`config.mk`:
```
export PLATFORM = sky130hd
export DESIGN_NAME = bus_arbiter_flat
export DESIGN_NICKNAME = d
export VERILOG_FILES = /design/src/mcu_pkg.sv /design/src/bus_if.sv /design/src/bus_arbiter.sv /design/src/flat_wrapper.sv
export VERILOG_INCLUDE_DIRS = /design/src
export SDC_FILE = /design/constraint.sdc
export NUM_CORES = 1
export LEC_CHECK = 0
export ABC_AREA = 1
export BUFFER_PORTS_ARGS = -buffer_cell sky130_fd_sc_hd__clkbuf_2
export CORE_UTILIZATION = 45
export DETAILED_ROUTE_END_ITERATION = 10
export PLACE_DENSITY = 0.68
export SLEW_MARGIN = 10
export SYNTH_ARGS = -nofsm -noshare
export SYNTH_HDL_FRONTEND = slang
export SYNTH_SLANG_ARGS = --single-unit
```
`constraint.sdc`:
```
create_clock -name clk_i -period 9 [get_ports clk_i]
set_input_delay 0.9 -clock clk_i [delete_from_list [all_inputs] [get_ports clk_i]]
set_output_delay 0.9 -clock clk_i [all_outputs]
set_load 0.03 [all_outputs]
```
`src/mcu_params.svh`:
```
// Global defines for the memory subsystem: bus widths, master and credit
// counts, RAM size and timer peripheral addresses
`ifndef MCU_PARAMS_SVH
`define MCU_PARAMS_SVH

// bus field widths
`define MCU_ADDR_W   32
`define MCU_DATA_W   32
`define MCU_BE_W     4
`define MCU_MID_W    2
`define MCU_IRQ_ID_W 5

// masters: instruction fetch, data, debug
`define MCU_NUM_MASTERS 3
// credits per master, also the request FIFO depth
`define MCU_CREDITS     2

// two banks, half each
`define MCU_RAM_BYTES 8192

`define MCU_TIMER_MASK_ADDR 32'h1500_0000
`define MCU_TIMER_CNT_ADDR  32'h1500_0004
`define MCU_TIMER_RD_ADDR   32'h1500_1000
`define MCU_TIMER_IRQ_ID    7

`endif

```
`src/mcu_pkg.sv`:
```
// Shared types for the memory subsystem: bus field vectors, master index,
// interrupt id and the decoded request region
`default_nettype none

`include "mcu_params.svh"

package mcu_pkg;

  // byte address and data word on the shared bus
  typedef logic [`MCU_ADDR_W-1:0] addr_t;
  typedef logic [`MCU_DATA_W-1:0] data_t;
  typedef logic [`MCU_BE_W-1:0]   be_t;

  // which master a request belongs to
  typedef logic [`MCU_MID_W-1:0] mid_t;

  typedef logic [`MCU_IRQ_ID_W-1:0] irq_id_t;

  // decoded target of a bus request
  typedef enum logic [1:0] {
    REG_RAM0,
    REG_RAM1,
    REG_TIMER,
    REG_ERR
  } region_t;

endpackage

`default_nettype wire

```
`src/bus_if.sv`:
```
// Shared request/response bus between the arbiter and the RAM slave
`timescale 1ns/1ns
`default_nettype none

interface bus_if import mcu_pkg::*; ();

  // request, driven by the arbiter
  logic  req_valid;
  logic  we;
  addr_t addr;
  data_t wdata;
  be_t   be;
  mid_t  id;

  // response, one cycle after req_valid
  logic  rvalid;
  data_t rdata;
  logic  err;
  mid_t  rid;

  modport master (
    output req_valid, we, addr, wdata, be, id,
    input  rvalid, rdata, err, rid
  );

  modport slave (
    input  req_valid, we, addr, wdata, be, id,
    output rvalid, rdata, err, rid
  );

endinterface

`default_nettype wire

```
`src/bus_arbiter.sv`:
```
// Per-master credit FIFOs, round-robin grant onto the shared bus and
// response steering back to the issuing master
`timescale 1ns/1ns
`default_nettype none

`include "mcu_params.svh"

module bus_arbiter import mcu_pkg::*; (
  input  logic                               clk_i,
  input  logic                               rst_ni,
  input  logic  [`MCU_NUM_MASTERS-1:0]       m_req_valid_i,
  input  logic  [`MCU_NUM_MASTERS-1:0]       m_we_i,
  input  addr_t [`MCU_NUM_MASTERS-1:0]       m_addr_i,
  input  data_t [`MCU_NUM_MASTERS-1:0]       m_wdata_i,
  input  be_t   [`MCU_NUM_MASTERS-1:0]       m_be_i,
  output logic  [`MCU_NUM_MASTERS-1:0]       m_credit_o,
  output logic  [`MCU_NUM_MASTERS-1:0]       m_rvalid_o,
  output data_t [`MCU_NUM_MASTERS-1:0]       m_rdata_o,
  output logic  [`MCU_NUM_MASTERS-1:0]       m_err_o,
  bus_if.master                              bus
);

  localparam int NumM  = `MCU_NUM_MASTERS;
  localparam int Depth = `MCU_CREDITS;
  localparam int PtrW  = (Depth > 1) ? $clog2(Depth) : 1;
  localparam int CntW  = $clog2(Depth + 1);

  logic  [NumM-1:0] fifo_empty;
  logic  [NumM-1:0] fifo_pop;
  logic  [NumM-1:0] head_we;
  addr_t [NumM-1:0] head_addr;
  data_t [NumM-1:0] head_wdata;
  be_t   [NumM-1:0] head_be;

  mid_t last_q;
  mid_t grant_idx;
  logic grant_valid;

  // one FIFO per master, a push never finds it full while credits hold
  for (genvar m = 0; m < NumM; m++) begin : g_fifo
    logic            we_mem    [Depth];
    addr_t           addr_mem  [Depth];
    data_t           wdata_mem [Depth];
    be_t             be_mem    [Depth];
    logic [PtrW-1:0] wr_ptr_q;
    logic [PtrW-1:0] rd_ptr_q;
    logic [CntW-1:0] cnt_q;

    always_ff @(posedge clk_i or negedge rst_ni) begin
      if (!rst_ni) begin
        wr_ptr_q <= '0;
        rd_ptr_q <= '0;
        cnt_q    <= '0;
      end else begin
        if (m_req_valid_i[m]) begin
          wr_ptr_q <= (wr_ptr_q == PtrW'(Depth - 1)) ? '0 : wr_ptr_q + 1'b1;
        end
        if (fifo_pop[m]) begin
          rd_ptr_q <= (rd_ptr_q == PtrW'(Depth - 1)) ? '0 : rd_ptr_q + 1'b1;
        end
        case ({m_req_valid_i[m], fifo_pop[m]})
          2'b10:   cnt_q <= cnt_q + 1'b1;
          2'b01:   cnt_q <= cnt_q - 1'b1;
          default: cnt_q <= cnt_q;
        endcase
      end
    end

    always_ff @(posedge clk_i) begin
      if (m_req_valid_i[m]) begin
        we_mem[wr_ptr_q]    <= m_we_i[m];
        addr_mem[wr_ptr_q]  <= m_addr_i[m];
        wdata_mem[wr_ptr_q] <= m_wdata_i[m];
        be_mem[wr_ptr_q]    <= m_be_i[m];
      end
    end

    assign fifo_empty[m] = (cnt_q == '0);
    assign fifo_pop[m]   = grant_valid && (grant_idx == mid_t'(m));
    assign head_we[m]    = we_mem[rd_ptr_q];
    assign head_addr[m]  = addr_mem[rd_ptr_q];
    assign head_wdata[m] = wdata_mem[rd_ptr_q];
    assign head_be[m]    = be_mem[rd_ptr_q];
  end

  // search starts one past the last master served
  always_comb begin
    int cand;
    grant_valid = 1'b0;
    grant_idx   = last_q;
    for (int k = 1; k <= NumM; k++) begin
      cand = (int'(last_q) + k) % NumM;
      if (!grant_valid && !fifo_empty[cand]) begin
        grant_valid = 1'b1;
        grant_idx   = mid_t'(cand);
      end
    end
  end

  // credit goes back in the same cycle the request shows on the bus
  always_ff @(posedge clk_i or negedge rst_ni) begin
    if (!rst_ni) begin
      bus.req_valid <= 1'b0;
      m_credit_o    <= '0;
      last_q        <= mid_t'(NumM - 1);
    end else begin
      bus.req_valid <= grant_valid;
      m_credit_o    <= fifo_pop;
      if (grant_valid) begin
        last_q <= grant_idx;
      end
    end
  end

  always_ff @(posedge clk_i) begin
    if (grant_valid) begin
      bus.we    <= head_we[grant_idx];
      bus.addr  <= head_addr[grant_idx];
      bus.wdata <= head_wdata[grant_idx];
      bus.be    <= head_be[grant_idx];
      bus.id    <= grant_idx;
    end
  end

  // responses go straight through, steered by rid
  always_comb begin
    for (int m = 0; m < NumM; m++) begin
      m_rvalid_o[m] = bus.rvalid && (bus.rid == mid_t'(m));
      m_err_o[m]    = m_rvalid_o[m] && bus.err;
      m_rdata_o[m]  = bus.rdata;
    end
  end

endmodule

`default_nettype wire

```
`src/flat_wrapper.sv`:
```
// flat-port wrapper written by rule: the top's interface ports become plain ports
module bus_arbiter_flat import mcu_pkg::*;
  (clk_i, rst_ni, m_req_valid_i, m_we_i, m_addr_i, m_wdata_i, m_be_i, m_credit_o, m_rvalid_o, m_rdata_o, m_err_o, bus_req_valid, bus_we, bus_addr, bus_wdata, bus_be, bus_id, bus_rvalid, bus_rdata, bus_err, bus_rid);
  bus_if bus_i ();
  input  logic clk_i;
  input  logic rst_ni;
  input  logic  [`MCU_NUM_MASTERS-1:0] m_req_valid_i;
  input  logic  [`MCU_NUM_MASTERS-1:0] m_we_i;
  input  addr_t [`MCU_NUM_MASTERS-1:0] m_addr_i;
  input  data_t [`MCU_NUM_MASTERS-1:0] m_wdata_i;
  input  be_t   [`MCU_NUM_MASTERS-1:0] m_be_i;
  output logic  [`MCU_NUM_MASTERS-1:0] m_credit_o;
  output logic  [`MCU_NUM_MASTERS-1:0] m_rvalid_o;
  output data_t [`MCU_NUM_MASTERS-1:0] m_rdata_o;
  output logic  [`MCU_NUM_MASTERS-1:0] m_err_o;
  output wire logic [$bits(bus_i.req_valid)-1:0] bus_req_valid;
  output wire logic [$bits(bus_i.we)-1:0] bus_we;
  output wire logic [$bits(bus_i.addr)-1:0] bus_addr;
  output wire logic [$bits(bus_i.wdata)-1:0] bus_wdata;
  output wire logic [$bits(bus_i.be)-1:0] bus_be;
  output wire logic [$bits(bus_i.id)-1:0] bus_id;
  input wire logic [$bits(bus_i.rvalid)-1:0] bus_rvalid;
  input wire logic [$bits(bus_i.rdata)-1:0] bus_rdata;
  input wire logic [$bits(bus_i.err)-1:0] bus_err;
  input wire logic [$bits(bus_i.rid)-1:0] bus_rid;
  assign bus_req_valid = bus_i.req_valid;
  assign bus_we = bus_i.we;
  assign bus_addr = bus_i.addr;
  assign bus_wdata = bus_i.wdata;
  assign bus_be = bus_i.be;
  assign bus_id = bus_i.id;
  assign bus_i.rvalid = bus_rvalid;
  assign bus_i.rdata = bus_rdata;
  assign bus_i.err = bus_err;
  assign bus_i.rid = bus_rid;
  bus_arbiter u_core (.clk_i(clk_i), .rst_ni(rst_ni), .m_req_valid_i(m_req_valid_i), .m_we_i(m_we_i), .m_addr_i(m_addr_i), .m_wdata_i(m_wdata_i), .m_be_i(m_be_i), .m_credit_o(m_credit_o), .m_rvalid_o(m_rvalid_o), .m_rdata_o(m_rdata_o), .m_err_o(m_err_o), .bus(bus_i));
endmodule
```
Word level (Yosys, flattened, before mapping)
Memory sizes are Yosys's and may differ from the RTL's.
Cells that the tools add are included.
- register bits after elaboration: 89
- bits in writable memories: 414
- input port bits: 248
- output and inout bits: 177
- word-level logic and storage cells: 121
- memories: 12
- $add $sub $neg: 15
- div/mod/pow operators: 3
- $lt $le $gt $ge: 4
- eq/ne operators: 10
- muxes and demuxes: 38
- reduce and logical (&&, ||, !) cells: 22
- memories (memory ; depth ; width ; rd ports ; clocked after memory_dff ; wr ports ; line ; RTL):
    u_core.g_fifo[0].addr_mem ; 2 ; 32 ; 1 ; 0 ; 1 ; bus_arbiter.sv:42 ; addr_t addr_mem [Depth];
    u_core.g_fifo[0].wdata_mem ; 2 ; 32 ; 1 ; 0 ; 1 ; bus_arbiter.sv:43 ; data_t wdata_mem [Depth];
    u_core.g_fifo[1].addr_mem ; 2 ; 32 ; 1 ; 0 ; 1 ; bus_arbiter.sv:42 ;
    u_core.g_fifo[1].wdata_mem ; 2 ; 32 ; 1 ; 0 ; 1 ; bus_arbiter.sv:43 ;
    u_core.g_fifo[2].addr_mem ; 2 ; 32 ; 1 ; 0 ; 1 ; bus_arbiter.sv:42 ;
    u_core.g_fifo[2].wdata_mem ; 2 ; 32 ; 1 ; 0 ; 1 ; bus_arbiter.sv:43 ;
    6 more memories ; n/a ; n/a ; n/a ; n/a ; n/a ; n/a ;
- operators by type and width (kind ; count):
    $bmux W32 S2 ; 2
    $lt A32 B4 Y1 const B ; 3
    $mod A32 B3 Y32 const B ; 3
    $mux W32 ; 2
    $mux W1 ; 22
    $pmux W2 S2 ; 3
    $logic_and A1 B1 Y1 ; 11
    $eq A2 B1 Y1 const B ; 5
    $eq A2 B2 Y1 const B ; 5
    $logic_not A2 Y1 ; 5
    $bmux W1 S2 ; 4
    $bmux W4 S2 ; 1
    $add A1 B1 Y1 const B ; 6
    $add A2 B1 Y2 const B ; 3
    $add A2 B2 Y3 const B ; 2
    $mux W2 ; 3
    $reduce_bool A2 Y1 ; 3
    $sub A2 B1 Y2 const B ; 3
    $mux W4 ; 1
    $add A2 B1 Y3 const B ; 1
    $logic_not A1 Y1 ; 3
    $lt A2 B3 Y1 const B ; 1

Depth between registers and ports, before layout
- depth after elaboration: 15
- mapped depth: 17
- depth with buffers taken out: 17

Worst setup path before layout
OpenSTA, ideal clock, no wires.
- path kind: input-to-reg
- from: in m_req_valid_i[0]
- to: mem u_core.g_fifo[0].addr_mem[0][0] (netlist bit) (enable)
- library setup time: 0.498 ns
- data arrival time: 3.852 ns
- required time: 8.502 ns
- setup slack: 4.650 ns
- cell stages on the path: 2
- path buffers: 0
- cells stage by stage: inv_1 -> nor2_1
- longest elaborated chain between the ends: 2
- RTL lines (item ; line ; RTL):
    start: declaration ; flat_wrapper.sv:7 ; input logic [`MCU_NUM_MASTERS-1:0] m_req_valid_i;
    $mux W1 ; bus_arbiter.sv:70 ; if (m_req_valid_i[m]) begin
    $mux W1 (implied by the code) ; bus_arbiter.sv:72 ; addr_mem[wr_ptr_q] <= m_addr_i[m];
    end: declaration ; bus_arbiter.sv:42 ;
No other way between the ends.

Worst setup path after layout
- from: reg u_core.last_q[1]
- to: reg u_core.g_fifo[1].cnt_q[1]
- longest elaborated chain between the ends: 15
- elaborated cells on any way between the ends: 32
- classes of those cells: add/sub (3); div (3); eq/ne (3); mux (16); reduce/logical (7)
- RTL lines (item ; line ; RTL):
    start: declaration ; bus_arbiter.sv:35 ; mid_t last_q;
    start signal: assignment ; bus_arbiter.sv:105 ; last_q <= mid_t'(NumM - 1);
    start signal: assignment ; bus_arbiter.sv:110 ; last_q <= grant_idx;
    $add A2 B2 Y3 ; bus_arbiter.sv:92 ; cand = (int'(last_q) + k) % NumM;
    $mod A32 B3 Y32 ; bus_arbiter.sv:92 ;
    $bmux W1 S2 ; bus_arbiter.sv:93 ; if (!grant_valid && !fifo_empty[cand]) begin
    $mux W1 (implied by the code) (2 in series) ; bus_arbiter.sv:93 ;
    $logic_not A1 Y1 ; bus_arbiter.sv:93 ;
    $logic_and A1 B1 Y1 ; bus_arbiter.sv:93 ;
    $mux W1 ; bus_arbiter.sv:93 ;
    $logic_not A1 Y1 ; bus_arbiter.sv:93 ;
    $logic_and A1 B1 Y1 ; bus_arbiter.sv:93 ;
    $mux W2 ; bus_arbiter.sv:93 ;
    $eq A2 B1 Y1 ; bus_arbiter.sv:79 ; assign fifo_pop[m] = grant_valid && (grant_idx == mid_t'(m));
    $logic_and A1 B1 Y1 * ; bus_arbiter.sv:79 ;
    net u_core.fifo_pop[1] ; bus_arbiter.sv:29 ; logic [NumM-1:0] fifo_pop;
    $eq A2 B1 Y1 or $eq A2 B2 Y1 (tied branches) ; bus_arbiter.sv:61 ; case ({m_req_valid_i[m], fifo_pop[m]})
    $pmux W2 S2 or $reduce_bool A2 Y1 (tied branches) ; n/a ;
    end signal: assignment ; bus_arbiter.sv:62 ; 2'b10: cnt_q <= cnt_q + 1'b1;
    end signal: assignment ; bus_arbiter.sv:63 ; 2'b01: cnt_q <= cnt_q - 1'b1;
    end signal: assignment ; bus_arbiter.sv:64 ; default: cnt_q <= cnt_q;
    end: declaration ; bus_arbiter.sv:47 ; logic [CntW-1:0] cnt_q;
The timed path passes the listed nets; every way through them passes the cells marked *. The select of a mux whose other input is x is not followed.
A chain may end at the register's enable or synchronous reset.

==> key figures <==
Logic synthesis
  – Syn. warnings: 0
  – Share of the synthesized area in the top cell type: 71.5%
  – Synth Area per Inst: 13.7 um^2
  – Count of cell types in the netlist: 30
  – Mapped Cells: 1482
  – Synth area leaders: edfxtp_1 72%, nand2_1 8.3%, mux2i_1 6.8%, nand3_1 3.8%, buf_4 3.6%
  – FF+latch count, synth: 503
  – Most frequent cells after synthesis: 485 x edfxtp_1, 448 x nand2_1, 153 x nand3_1
  – Most numerous cell in the Yosys netlist: edfxtp_1
  – Post-synth top flop: edfxtp_1
  – Post-synthesis sequential area ratio: 73.7%
  – EDFF count, synth: 485
  – Post-synthesis cell area: 20400 um^2
  – Post-synth top area cell: edfxtp_1
  – Asr flop ratio synth: 3.58%
  – Syn Nets: 1737

Power
  – Proportion of power drawn by flip-flops and latches: 36.9%
  – PwrDens: 444 nW/um^2
  – P_sw: 4.35 mW
  – Maximum VDD drop: 377 uV
  – Cell internal pwr: 6.08 mW
  – Clk pwr share: 20.8%
  – Lkg Pwr: just under 10 nW
  – Logic pwr share: 42.3%
  – Sw Share: 41.7%

Clock network
  – Clk root buf: clkbuf_16
  – Cts bufs inserted: 50
  – Post-CTS sizing: 0
  – Setup Fix Bufs, Post-CTS: 0
  – Post-CTS Hold Fix Bufs: 0
  – Clk_lat worst skew: 0.59 ns
  – Clk sinks: 503
  – H-tree Lvls: 2
  – Clock-pin slew on the worst setup and hold paths: ~0.060 ns
  – TritonCTS clock tree: done
  – Clock buffer depth: 3

Global routing
  – Initial antenna violation count: 9
  – Grt ovf: 0
  – Global-route usage over all layers: between 20% and 30%
  – Largest net degree at the start of global routing: 73
  – First-pass GRT wire length: 73800 um
  – Vias in the first global route: between 10000 and 15000

Finish
  – Fill cells: around 3700
  – Fin util: 52.8%
  – Area occupied by multi-input gates: 4280 um^2
  – Nets: 1937
  – Sequential Area: 15000 um^2
  – Post-route design area: 23500 um^2
  – Layout cells sized above 1: 24.0%
  – Layout area overhead: 15.3%

Critical path
  – Kind of critical path: reg2reg
  – Worst EP required: 9.45 ns
  – Setup slack, reg-to-reg: 4.73 ns
  – R2R Path Start: u_core.last_q[1]
  – Worst Path Max Fanout: 56
  – Setup crit start kind: register
  – R2R Path End: u_core.g_fifo[1].cnt_q[1]
  – R2R depth: 17
  – Worst EP arrival: between 4 and 5 ns
  – Critical path endpoint category: register

Route
  – DRC Markers: 0
  – 1st-pass router iterations: 5
  – DR vias: ~12000
  – Post-route ant nets: 0
  – WL final: about 50000 um
  – DR vias/cell: ~5.2
  – Routed len/inst: 21.7 um
  – DRT iter0 DRCs: 900

Status
  – Run status: finished clean

Place
  – Final RePlAce weighted congestion: about 0.83
  – Cell Area, Placed: roughly 22000 um^2
  – Port-buffer cells: 296
  – Hpwl dp: between 30000 and 40000 um

Timing
  – Unrepaired setup endpoints after global routing: false
  – Fin crit period: 4.27 ns
  – Worst-margin pin slew: 1.09 ns
  – Final Skew: 0.0196 ns
  – Max-slew headroom: 27.1%
  – Hold WS: 0.277 ns
  – Fmax: ~0.23 GHz
  – Fin Setup TNS: 0 ns
  – Final hold violations: 0
  – Max-slew violations: 0
  – Fin crit share: 47.5%
  – Final setup fails: 0

Run
  – Max Cap Viol: 0

Worst hold path
  – Worst min-delay path category: in2async

Floorplanning
  – Die W: ~210 um
  – Starting Density: 45.8%
  – Die Height: ~210 um
  – Ports: between 400 and 500
  – Full die area: 46100 um^2
  – CORE AREA: 44400 um^2
  – Core Rows: 77
## per-stage QoR
step / instances / total power, mW / setup WS (ns)
final: 2322 / 10.4 / 4.73
after global placement: 2222 / 8.28 / 5.07
after global routing: 2319 / 11.1 / 4.48
after floorplan: 1482 / 7.04 / 4.65
after CTS: 2314 / 10.6 / 4.82
after detailed placement: 2222 / 8.40 / 4.84
## cell type report
| cell class | count | share of cell area, % |
|---|---|---|
| Sequential cell | 503 | 64.0 |
| Clock buffer | 66 | 5.85 |
| Tap cell | 592 | 3.16 |
| Timing Repair Buffer | 310 | 6.76 |
| Antenna cell | 8 | 0.0853 |
| Clock inverter | 26 | 1.48 |
| Multi-Input combinational cell | 793 | 18.2 |
| Inverter | 24 | 0.405 |
## sequential cells by signal, summed over array words and instances (netlist names), 3 cells and up
| name | cells |
|---|---|
| u_core.g_fifo.addr_mem | 192 |
| u_core.g_fifo.wdata_mem | 192 |
| u_core.bus.addr | 32 |
| u_core.bus.wdata | 32 |
| u_core.g_fifo.be_mem | 24 |
| u_core.g_fifo.cnt_q | 6 |
| u_core.g_fifo.we_mem | 6 |
| u_core.bus.be | 4 |
| u_core.g_fifo.rd_ptr_q | 3 |
| u_core.g_fifo.wr_ptr_q | 3 |
| u_core.m_credit_o | 3 |
## routing by layer
layer	global-route usage [%]	share of wire, %	routed length [um]
met5	0	0.048	24
met4	10.5	3.8	1900
met3	3.75	5.9	2950
met2	39.2	53	26900
met1	25.0	37	18600
## cells in the final DEF (no fill, tap or decap), types with 2 or more instances in the layout
cell / Yosys / routed
a21oi_1: 3 / 3
buf_4: 97 / 14
bufinv_16: 0 / 8
clkbuf_1: 44 / 11
clkbuf_16: 0 / 51
clkbuf_2: 0 / 296
clkbuf_8: 0 / 4
clkinv_1: 0 / 7
clkinv_2: 0 / 7
clkinv_4: 0 / 2
clkinvlp_4: 0 / 3
dfrtp_1: 17 / 14
dfrtp_4: 0 / 3
diode_2: 0 / 8
edfxtp_1: 485 / 485
ha_1: 7 / 7
inv_1: 20 / 17
inv_2: 4 / 3
inv_6: 0 / 3
mux2i_1: 138 / 138
nand2_1: 448 / 447
nand2_2: 5 / 3
nand2_4: 2 / 5
nand3_1: 153 / 153
nand3_2: 2 / 2
nor2_1: 6 / 3
nor2_2: 2 / 2
nor2_4: 2 / 5
nor3_1: 3 / 3
nor4_1: 3 / 3
o21ai_0: 6 / 6
xnor2_1: 5 / 5
xor2_1: 4 / 4
## logic make-up (layout without fill, tap and decap cells)
| family | Yosys count | after routing | synth area share, % |
|---|---|---|---|
| buffers and inverters | 186 | 426 | 5.42 |
| AND/OR/NAND/NOR | 629 | 629 | 13.0 |
| multiplexers | 138 | 138 | 6.78 |
| AO/OA/AOI/OAI | 10 | 10 | 0.246 |
| adder cells (fa/ha/maj) | 7 | 7 | 0.430 |
| other | 0 | 8 | 0 |
| XOR/XNOR | 9 | 9 | 0.387 |
| flip-flops | 503 | 503 | 73.7 |
## worst max path at each step
stage | from | to
2_1_floorplan | m_req_valid_i[0] | u_core.g_fifo[0].addr_mem[0][0]
3_3_place_gp | u_core.last_q[1] | u_core.g_fifo[1].cnt_q[1]
3_5_place_dp | u_core.last_q[1] | u_core.g_fifo[1].cnt_q[1]
4_1_cts | u_core.last_q[1] | u_core.g_fifo[1].cnt_q[1]
5_1_grt | u_core.last_q[0] | u_core.g_fifo[1].cnt_q[1]
6_report | u_core.last_q[1] | u_core.g_fifo[1].cnt_q[1]
## power by group through the flow
stage | Clock (mW) | Sequential, mW | Combinational [mW]
floorplan | 0 | 4.10 | 2.94
global placement | 0 | 3.89 | 4.39
detailed placement | 0 | 3.90 | 4.50
CTS | 2.21 | 3.86 | 4.50
global route | 2.30 | 3.90 | 4.91
finish | 2.17 | 3.85 | 4.41
## critical path, cell delays in order (launching register included)
cell     delay (ns)
dfstp_2        0.55
ha_1           0.29
inv_2          0.13
nand2_1        0.08
nand2_1        0.07
nand2_1        0.09
nand2_1        0.16
nand2_1        0.14
nand2_2        0.14
nand3_4        0.40
nand2_4        0.38
buf_4          0.57
nand3_1        0.21
inv_1          0.14
ha_1           0.26
a21oi_1        0.13
o21ai_0        0.14
xnor2_1        0.15
Note: power is estimated with default switching activity, not from simulation.
